===== src/source/proc_pkg.sv =====
/*
  Shared widths, instruction field codes and control encodings for the
  three-stage pipelined core and its testbench model.
*/
package proc_pkg;

  // --------------------------------------------------------------------------
  // Word and field types
  // --------------------------------------------------------------------------

  typedef logic [31:0] data_t;      // Machine word
  typedef logic [31:0] inst_t;      // Instruction word
  typedef logic [4:0]  reg_addr_t;  // Register specifier
  typedef logic [4:0]  shamt_t;     // Shift amount field
  typedef logic [5:0]  opcode_t;
  typedef logic [5:0]  func_t;

  localparam int num_regs = 32;

  // --------------------------------------------------------------------------
  // Opcodes
  // --------------------------------------------------------------------------

  localparam opcode_t op_special = 6'b000000;  // R-type, function in func field
  localparam opcode_t op_addiu   = 6'b001001;
  localparam opcode_t op_ori     = 6'b001101;
  localparam opcode_t op_lui     = 6'b001111;
  localparam opcode_t op_cop0    = 6'b010000;  // mfc0 and mtc0

  // R-type function codes
  localparam func_t fn_sll  = 6'b000000;
  localparam func_t fn_srl  = 6'b000010;
  localparam func_t fn_addu = 6'b100001;
  localparam func_t fn_subu = 6'b100011;
  localparam func_t fn_and  = 6'b100100;
  localparam func_t fn_or   = 6'b100101;
  localparam func_t fn_xor  = 6'b100110;
  localparam func_t fn_nor  = 6'b100111;
  localparam func_t fn_sltu = 6'b101011;

  // Coprocessor 0 sub-codes, found in the rs field
  localparam reg_addr_t cp0_mf = 5'b00000;
  localparam reg_addr_t cp0_mt = 5'b00100;

  // --------------------------------------------------------------------------
  // Control encodings
  // --------------------------------------------------------------------------

  typedef enum logic [3:0] {
    alu_add,
    alu_sub,
    alu_and,
    alu_or,
    alu_xor,
    alu_nor,
    alu_sll,
    alu_srl,
    alu_ltu,
    alu_lui,
    alu_cp1    // Pass operand 1 through
  } alu_fn_e;

  typedef enum logic {
    op0_shamt,  // Shift amount field
    op0_rs      // Register rs
  } op0_sel_e;

  typedef enum logic [1:0] {
    op1_rt,     // Register rt
    op1_si,     // Sign-extended immediate
    op1_zi,     // Zero-extended immediate
    op1_mngr    // Data from the manager
  } op1_sel_e;

endpackage


===== src/source/proc_stage_if.sv =====
/*
  Stage-to-stage bundles. dx_if runs from decode to execute, xw_if from
  execute to result; each carries a stall back toward the earlier stage.
*/
interface dx_if;
  import proc_pkg::*;

  logic      val;
  alu_fn_e   alu_fn;
  data_t     op0;
  data_t     op1;
  logic      rf_wen;
  reg_addr_t rf_waddr;
  logic      to_mngr;   // Entry is an mtc0
  logic      stall;     // Execute cannot take a new entry

  modport decode_out (
    output val, alu_fn, op0, op1, rf_wen, rf_waddr, to_mngr,
    input  stall
  );

  modport execute_in (
    input  val, alu_fn, op0, op1, rf_wen, rf_waddr, to_mngr,
    output stall
  );
endinterface

interface xw_if;
  import proc_pkg::*;

  logic      val;
  data_t     result;
  logic      rf_wen;
  reg_addr_t rf_waddr;
  logic      to_mngr;
  logic      stall;     // Result stage is holding

  modport execute_out (output val, result, rf_wen, rf_waddr, to_mngr, input stall);
  modport result_in   (input val, result, rf_wen, rf_waddr, to_mngr, output stall);

  // Decode looks at X's destination for hazard checks
  modport monitor (input val, rf_wen, rf_waddr);
endinterface


===== src/source/proc_regfile.sv =====
/*
  General purpose registers: two combinational read ports and one write
  port that takes effect on the clock edge. Register 0 always reads zero.
*/
module proc_regfile (
  input  logic                clk,
  input  logic                wen,
  input  proc_pkg::reg_addr_t waddr,
  input  proc_pkg::data_t     wdata,
  input  proc_pkg::reg_addr_t raddr0,
  output proc_pkg::data_t     rdata0,
  input  proc_pkg::reg_addr_t raddr1,
  output proc_pkg::data_t     rdata1
);
  import proc_pkg::*;

  data_t regs [0:num_regs-1];

  // Writes to register 0 are dropped
  always_ff @(posedge clk) begin
    if (wen && (waddr != '0)) begin
      regs[waddr] <= wdata;
    end
  end

  always_comb begin
    if (raddr0 == '0) begin
      rdata0 = '0;
    end else begin
      rdata0 = regs[raddr0];
    end
    if (raddr1 == '0) begin
      rdata1 = '0;
    end else begin
      rdata1 = regs[raddr1];
    end
  end

endmodule


===== src/source/proc_decode.sv =====
/*
  D stage: holds the accepted instruction, decodes it, reads operands and
  sends either the instruction or a bubble to execute.
*/
module proc_decode (
  input  logic                clk,
  input  logic                reset,
  input  logic                inst_val,
  output logic                inst_rdy,
  input  proc_pkg::inst_t     inst,
  input  logic                from_mngr_val,
  output logic                from_mngr_rdy,
  input  proc_pkg::data_t     from_mngr_data,
  dx_if.decode_out            dx,
  xw_if.monitor               xw,
  input  logic                w_wen,
  input  proc_pkg::reg_addr_t w_waddr,
  input  proc_pkg::data_t     w_wdata
);
  import proc_pkg::*;

  logic      val_d;
  inst_t     inst_d;
  opcode_t   opcode;
  reg_addr_t rs, rt, rd;
  shamt_t    shamt;
  func_t     func;
  data_t     rdata0, rdata1;

  op0_sel_e  op0_sel;
  op1_sel_e  op1_sel;
  alu_fn_e   alu_fn;
  logic      rs_en, rt_en;
  logic      rf_wen;
  reg_addr_t rf_waddr;
  logic      is_mfc0, is_mtc0;

  logic      rs_hazard, rt_hazard;
  logic      stall_d;
  logic      leave_d;   // D's instruction moves to X this cycle

  // --------------------------------------------------------------------------
  // Instruction register
  // --------------------------------------------------------------------------

  always_ff @(posedge clk) begin
    if (reset) begin
      val_d <= 1'b0;
    end else if (inst_rdy) begin
      val_d <= inst_val;
    end
  end

  always_ff @(posedge clk) begin
    if (inst_val && inst_rdy) begin
      inst_d <= inst;
    end
  end

  assign opcode = inst_d[31:26];
  assign rs     = inst_d[25:21];
  assign rt     = inst_d[20:16];
  assign rd     = inst_d[15:11];
  assign shamt  = inst_d[10:6];
  assign func   = inst_d[5:0];

  // --------------------------------------------------------------------------
  // Decode table
  // --------------------------------------------------------------------------

  // All-zero nop is sll into r0, which writes nothing
  always_comb begin
    op0_sel  = op0_rs;
    op1_sel  = op1_rt;
    alu_fn   = alu_cp1;
    rs_en    = 1'b0;
    rt_en    = 1'b0;
    rf_wen   = 1'b0;
    rf_waddr = rd;
    is_mfc0  = 1'b0;
    is_mtc0  = 1'b0;
    case (opcode)
      op_special: begin
        rs_en  = 1'b1;
        rt_en  = 1'b1;
        rf_wen = 1'b1;
        case (func)
          fn_addu: alu_fn = alu_add;
          fn_subu: alu_fn = alu_sub;
          fn_and:  alu_fn = alu_and;
          fn_or:   alu_fn = alu_or;
          fn_xor:  alu_fn = alu_xor;
          fn_nor:  alu_fn = alu_nor;
          fn_sltu: alu_fn = alu_ltu;
          fn_sll, fn_srl: begin
            op0_sel = op0_shamt;
            rs_en   = 1'b0;
            alu_fn  = (func == fn_sll) ? alu_sll : alu_srl;
          end
          default: begin          // Unknown function, behaves as nop
            rs_en  = 1'b0;
            rt_en  = 1'b0;
            rf_wen = 1'b0;
          end
        endcase
      end
      op_addiu, op_ori: begin
        rs_en    = 1'b1;
        rf_wen   = 1'b1;
        rf_waddr = rt;
        op1_sel  = (opcode == op_addiu) ? op1_si : op1_zi;
        alu_fn   = (opcode == op_addiu) ? alu_add : alu_or;
      end
      op_lui: begin
        rf_wen   = 1'b1;
        rf_waddr = rt;
        op1_sel  = op1_zi;
        alu_fn   = alu_lui;
      end
      op_cop0: begin
        if (rs == cp0_mf) begin   // rt <- manager data
          is_mfc0  = 1'b1;
          rf_wen   = 1'b1;
          rf_waddr = rt;
          op1_sel  = op1_mngr;
        end else if (rs == cp0_mt) begin
          is_mtc0 = 1'b1;
          rt_en   = 1'b1;
        end
      end
      default: ;
    endcase
  end

  // --------------------------------------------------------------------------
  // Register read and operands
  // --------------------------------------------------------------------------

  proc_regfile regfile (
    .clk    (clk),
    .wen    (w_wen),
    .waddr  (w_waddr),
    .wdata  (w_wdata),
    .raddr0 (rs),
    .rdata0 (rdata0),
    .raddr1 (rt),
    .rdata1 (rdata1)
  );

  always_comb begin
    case (op0_sel)
      op0_shamt: dx.op0 = {27'b0, shamt};
      default:   dx.op0 = rdata0;
    endcase
    case (op1_sel)
      op1_si:   dx.op1 = {{16{inst_d[15]}}, inst_d[15:0]};
      op1_zi:   dx.op1 = {16'b0, inst_d[15:0]};
      op1_mngr: dx.op1 = from_mngr_data;
      default:  dx.op1 = rdata1;
    endcase
  end

  // --------------------------------------------------------------------------
  // Stalls and handshakes
  // --------------------------------------------------------------------------

  // No bypassing, so wait until the writer in X or W has retired
  assign rs_hazard = rs_en && (rs != '0) &&
                     ((xw.val && xw.rf_wen && (xw.rf_waddr == rs)) ||
                      (w_wen && (w_waddr == rs)));
  assign rt_hazard = rt_en && (rt != '0) &&
                     ((xw.val && xw.rf_wen && (xw.rf_waddr == rt)) ||
                      (w_wen && (w_waddr == rt)));

  assign stall_d = rs_hazard || rt_hazard || (is_mfc0 && !from_mngr_val);
  assign leave_d = val_d && !stall_d && !dx.stall;

  assign inst_rdy      = !val_d || leave_d;
  assign from_mngr_rdy = leave_d && is_mfc0;

  assign dx.val      = val_d && !stall_d;   // Bubble while stalled
  assign dx.alu_fn   = alu_fn;
  assign dx.rf_wen   = rf_wen;
  assign dx.rf_waddr = rf_waddr;
  assign dx.to_mngr  = is_mtc0;

endmodule


===== src/source/proc_execute.sv =====
/*
  X stage: registers decode's output and runs the ALU on the registered
  operands. Holds whenever the result stage holds.
*/
module proc_execute (
  input  logic      clk,
  input  logic      reset,
  dx_if.execute_in  dx,
  xw_if.execute_out xw
);
  import proc_pkg::*;

  logic      val_x;
  alu_fn_e   alu_fn_x;
  data_t     op0_x, op1_x;
  logic      rf_wen_x;
  reg_addr_t rf_waddr_x;
  logic      to_mngr_x;
  data_t     alu_out;

  assign dx.stall = xw.stall;

  always_ff @(posedge clk) begin
    if (reset) begin
      val_x <= 1'b0;
    end else if (!xw.stall) begin
      val_x <= dx.val;    // Takes a bubble when decode has nothing
    end
  end

  always_ff @(posedge clk) begin
    if (!xw.stall) begin
      alu_fn_x   <= dx.alu_fn;
      op0_x      <= dx.op0;
      op1_x      <= dx.op1;
      rf_wen_x   <= dx.rf_wen;
      rf_waddr_x <= dx.rf_waddr;
      to_mngr_x  <= dx.to_mngr;
    end
  end

  // --------------------------------------------------------------------------
  // ALU
  // --------------------------------------------------------------------------

  always_comb begin
    case (alu_fn_x)
      alu_add: alu_out = op0_x + op1_x;
      alu_sub: alu_out = op0_x - op1_x;
      alu_and: alu_out = op0_x & op1_x;
      alu_or:  alu_out = op0_x | op1_x;
      alu_xor: alu_out = op0_x ^ op1_x;
      alu_nor: alu_out = ~(op0_x | op1_x);
      alu_sll: alu_out = op1_x << op0_x[4:0];   // Shift amount in operand 0
      alu_srl: alu_out = op1_x >> op0_x[4:0];
      alu_ltu: alu_out = {31'b0, op0_x < op1_x};
      alu_lui: alu_out = {op1_x[15:0], 16'b0};
      default: alu_out = op1_x;                 // cp1
    endcase
  end

  assign xw.val      = val_x;
  assign xw.result   = alu_out;
  assign xw.rf_wen   = rf_wen_x;
  assign xw.rf_waddr = rf_waddr_x;
  assign xw.to_mngr  = to_mngr_x;

endmodule


===== src/source/proc_result.sv =====
/*
  W stage: writes ALU results back to the register file and hands mtc0
  values to the manager, holding the pipeline until they are taken.
*/
module proc_result (
  input  logic                clk,
  input  logic                reset,
  xw_if.result_in             xw,
  output logic                to_mngr_val,
  input  logic                to_mngr_rdy,
  output proc_pkg::data_t     to_mngr_data,
  output logic                w_wen,
  output proc_pkg::reg_addr_t w_waddr,
  output proc_pkg::data_t     w_wdata
);
  import proc_pkg::*;

  logic      val_w;
  data_t     result_w;
  logic      rf_wen_w;
  reg_addr_t rf_waddr_w;
  logic      to_mngr_w;
  logic      stall_w;

  // Manager not ready for an mtc0
  assign stall_w  = val_w && to_mngr_w && !to_mngr_rdy;
  assign xw.stall = stall_w;

  always_ff @(posedge clk) begin
    if (reset) begin
      val_w <= 1'b0;
    end else if (!stall_w) begin
      val_w <= xw.val;
    end
  end

  always_ff @(posedge clk) begin
    if (!stall_w) begin
      result_w   <= xw.result;
      rf_wen_w   <= xw.rf_wen;
      rf_waddr_w <= xw.rf_waddr;
      to_mngr_w  <= xw.to_mngr;
    end
  end

  assign to_mngr_val  = val_w && to_mngr_w;
  assign to_mngr_data = result_w;

  assign w_wen   = val_w && rf_wen_w;   // Qualified by the W valid bit
  assign w_waddr = rf_waddr_w;
  assign w_wdata = result_w;

endmodule


===== src/source/proc_top.sv =====
/*
  Core top level. Connects decode, execute and result; the instruction
  stream and both manager streams are plain valid/ready ports.
*/
module proc_top (
  input  logic            clk,
  input  logic            reset,
  input  logic            inst_val,
  output logic            inst_rdy,
  input  proc_pkg::inst_t inst,
  input  logic            from_mngr_val,
  output logic            from_mngr_rdy,
  input  proc_pkg::data_t from_mngr_data,
  output logic            to_mngr_val,
  input  logic            to_mngr_rdy,
  output proc_pkg::data_t to_mngr_data
);
  import proc_pkg::*;

  dx_if dx ();
  xw_if xw ();

  // Write-back path from W into the register file
  logic      w_wen;
  reg_addr_t w_waddr;
  data_t     w_wdata;

  proc_decode decode (
    .clk            (clk),
    .reset          (reset),
    .inst_val       (inst_val),
    .inst_rdy       (inst_rdy),
    .inst           (inst),
    .from_mngr_val  (from_mngr_val),
    .from_mngr_rdy  (from_mngr_rdy),
    .from_mngr_data (from_mngr_data),
    .dx             (dx.decode_out),
    .xw             (xw.monitor),
    .w_wen          (w_wen),
    .w_waddr        (w_waddr),
    .w_wdata        (w_wdata)
  );

  proc_execute execute (.clk(clk), .reset(reset), .dx(dx.execute_in), .xw(xw.execute_out));

  proc_result result (
    .clk          (clk),
    .reset        (reset),
    .xw           (xw.result_in),
    .to_mngr_val  (to_mngr_val),
    .to_mngr_rdy  (to_mngr_rdy),
    .to_mngr_data (to_mngr_data),
    .w_wen        (w_wen),
    .w_waddr      (w_waddr),
    .w_wdata      (w_wdata)
  );

endmodule


===== config.mk =====
export PLATFORM = sky130hd
export DESIGN_NAME = proc_top
export DESIGN_NICKNAME = d
export VERILOG_FILES = /design/src/source/proc_pkg.sv /design/src/source/proc_stage_if.sv /design/src/source/proc_regfile.sv /design/src/source/proc_decode.sv /design/src/source/proc_execute.sv /design/src/source/proc_result.sv /design/src/source/proc_top.sv
export SDC_FILE = /design/constraint.sdc
export NUM_CORES = 2
export LEC_CHECK = 0
export BUFFER_PORTS_ARGS = -buffer_cell sky130_fd_sc_hd__buf_2
export CORE_AREA = 3 3 343 345
export CTS_CLUSTER_DIAMETER = 40
export DETAILED_ROUTE_END_ITERATION = 12
export DIE_AREA = 0 0 346 348
export GPL_TIMING_DRIVEN = 0
export PLACE_DENSITY = 0.71
export SYNTH_ARGS = -nofsm -noshare
export SYNTH_HDL_FRONTEND = slang
export SYNTH_HIERARCHICAL = 1
export SYNTH_SLANG_ARGS = --single-unit

===== constraint.sdc =====
create_clock -name clk -period 5 [get_ports clk]
set_input_delay 0.5 -clock clk [delete_from_list [all_inputs] [get_ports clk]]
set_output_delay 0.5 -clock clk [all_outputs]
set_load 0.005 [all_outputs]

==> impl_metrics.ini <==
[sta]
final_hold_viol_count = 0
fin_skew_ns = 0.0401
worst_slack_ns = -0.125
final.min_clock_period_ns = 5.13
max_freq_ghz = 0.195
rsz0062_at_grt = false
fin_crit_sh = 1.03
maxSlewHeadroom = -0.0788
hold_ws_ns = 0.0267
finalSetupViolations = 6
worst_slew_pin_slew_ns = 1.62
maxSlewViolCount = 50

[setup_path]
endpoint_kind = flop
cp.required_ns = 5.62
r2r_cells = 7
r2r-end = execute/op1_x[18]$_DFFE_PN_
crit_type = reg2reg
crit_fanout = 10
crit_arrival_ns = 5.75
r2r_slack_ns = -0.13
timing.rr.start = decode/inst_d[20]$_DFFE_PP_
start_kind = flop

[synthesis]
postSynthCellCount = 4344
synth-main-ff-cell = edfxtp_1
syn_area_um2 = 63000
synth-edff-count = 1170
synth-seq-area-share = 0.559
synth.distinct_cells = 99
ys_seq_elements = 1173
syn-mean-instance-area_um2 = 14.5
yosys_warnings = 6
async_flop_share = 0

[clock_network]
clk_latency_ns = 0.78
clk_pin_slew_ns = 0.06
tritoncts = built
cts_made_buffers = 145
cts_num_sinks = 1173
postCtsSetupBuffers = 0
root_buffer = clkbuf_16
h-tree-depth = 4
clockBufferDepth = 3

[power]
peakVddDrop_v = 0.000356
comb_power_share = 0.175
p_leak_nw = 24.7
seqPwrFrac = 0.434
sw_frac_of_total = 0.292
p_per_area_nw_per_um2 = 375
internal_power_mw = 19.1
p_switching_mw = 7.88
clkPwrFrac = 0.391

[drt]
viasPerCell = 7.63
wire_per_inst_um = 41.6
drc = 0
vias = 48400
first_pass_iters = 9
ant_nets = 0
wirelength_mm = 264
drt_iter0_markers = 8334

[floorplanning]
die_area_um2 = 120000
die_h_um = 348
die_x_um = 346
io_pins = 104
core_um2 = 115000
floorplan.initialDensity = 0.550
fp-row-count = 124

[layout]
final_cell_mix = edfxtp_1 (1,170), mux2i_1 (377), mux4_2 (341), nand2_1 (266), clkbuf_1 (205)
multi_input_area_um2 = 25800
nets = 4869
final_core_util = 0.628
final_common_cell = edfxtp_1
syn_to_final_growth_pct = 14.1
drive_gt1_frac = 0.223
regArea_um2 = 35200
fill_cells = 8377

[job]
drv_cap = 8

[min_path]
hp-class = in2reg
min_to = execute/op1_x[12]$_DFFE_PN_
min_from = from_mngr_data[12]
hold_depth = 3

[place]
gp_congestion = 1.10
hpwl_mm = 186
port_buffers = 103

[global_routing]
grt_max_degree = 54
grt_pass1_wl_mm = 360
grt_overflow = 0
grt_use_total = 0.432
grt_pass1_vias = 46300
antenna_found_initial = 22

[run_status]
status = finished, violations left
violations = max-capacitance violations, max-slew violations, negative setup slack
## flip-flops by register name (all words and copies together) (netlist names), 4 cells and up
name                 count
decode/inst_d           32
execute/op0_x           32
execute/alu_fn_x         4
result/w_waddr           5
result/to_mngr_data     32
decode/regfile/regs   1024
execute/op1_x           32
execute/xw.rf_waddr      5
## repair_timing
item | CTS | global route
pin swaps | 0 | 1
resized for setup | 6 | 3
hold buffers | 34 | 0
endpoints found under the setup margin | 24 | 3
hold endpoints to repair | 35 | 0
## how the worst max path moves through the flow
| stage | to | from | cells after the start |
|---|---|---|---|
| 2_1_floorplan | result/to_mngr_data[26]$_DFFE_PN_ | execute/op0_x[0]$_DFFE_PN_ | 15 |
| 3_5_place_dp | result/to_mngr_data[24]$_DFFE_PN_ | execute/op0_x[0]$_DFFE_PN_ | 15 |
| 5_1_grt | result/to_mngr_data[24]$_DFFE_PN_ | execute/op0_x[0]$_DFFE_PN_ | 14 |
| 3_3_place_gp | result/to_mngr_data[0]$_DFFE_PN_ | execute/op0_x[0]$_DFFE_PN_ | 15 |
| 4_1_cts | result/to_mngr_data[30]$_DFFE_PN_ | execute/op0_x[0]$_DFFE_PN_ | 12 |
| 6_report | execute/op1_x[18]$_DFFE_PN_ | decode/inst_d[20]$_DFFE_PP_ | 7 |
## per-layer routing
layer | up-vias | track usage | routed length [um]
met1 | 23900 | 0.511 | 84100
met2 | 4785 | 0.644 | 115000
met4 | 6 | 0.317 | 23700
met3 | 1248 | 0.171 | 41100
li1 | 18400 | - | -
met5 | - | 0 | 30
## cell type report
class | instances | share of cell area
Inverter | 111 | 0.00595
Clock inverter | 95 | 0.0141
Tap cell | 1512 | 0.0263
Multi-Input combinational cell | 2713 | 0.359
Timing Repair Buffer | 175 | 0.0236
Sequential cell | 1173 | 0.490
Buffer | 377 | 0.0272
Antenna cell | 13 | 0.000453
Clock buffer | 170 | 0.0533
## Yosys cell counts (38+ instances only)
master / count / area share
edfxtp_1: 1170 / 0.56
mux2i_1: 377 / 0.060
mux4_2: 341 / 0.12
nand2_1: 266 / 0.016
o21ai_0: 190 / 0.015
clkbuf_1: 188 / 0.011
a21oi_1: 168 / 0.013
nor2_1: 166 / 0.0099
inv_1: 108 / 0.0064
ha_1: 102 / 0.020
a22oi_1: 96 / 0.011
buf_4: 87 / 0.010
buf_2: 79 / 0.0063
a211oi_1: 78 / 0.0093
mux2_2: 76 / 0.014
o221ai_1: 66 / 0.0092
a221oi_1: 65 / 0.0090
nor2b_1: 49 / 0.0049
and2_1: 38 / 0.0038
## critical path, stage by stage, from the launching register on
cell and delay, ns:
edfxtp_1 0.50, clkbuf_1 0.90, nand2b_1 0.77, clkbuf_1 0.93, o21ai_0 0.24, a311oi_1 1.23, o21ai_0 0.27, nand2_1 0.11
## through the flow
step                power (mW)  instances  TNS [ns]  setup slack [ns]  instance area [um^2]
floorplan                 14.4       4375         0              1.15                 63100
global placement          16.3       5990    -88.84            -0.937                 65500
detailed placement        16.3       6028     -9.87            -0.984                 66600
CTS                       26.7       6326         0            0.0443                 71800
global route              27.5       6329         0            0.0467                 71900
finish                    27.0       6339    -0.474            -0.125                 71900
## kinds of logic after synthesis
family	Yosys count	share of synthesized area
fa+ha+maj	104	0.0209
simple gates	717	0.0541
compound gates	996	0.113
xor+xnor	29	0.00403
flops	1173	0.559
mux	835	0.211
other cells	1	0.0000595
buf+inv	489	0.0376
## power by group through the flow
stage | sequential (mW) | combinational (mW) | clock [mW]
floorplan | 11.6 | 2.74 | 0
global placement | 11.9 | 4.39 | 0
detailed placement | 11.9 | 4.43 | 0
CTS | 11.7 | 4.47 | 10.5
global route | 11.7 | 4.85 | 11.0
finish | 11.7 | 4.73 | 10.5
(Power assumes the default switching activity.)
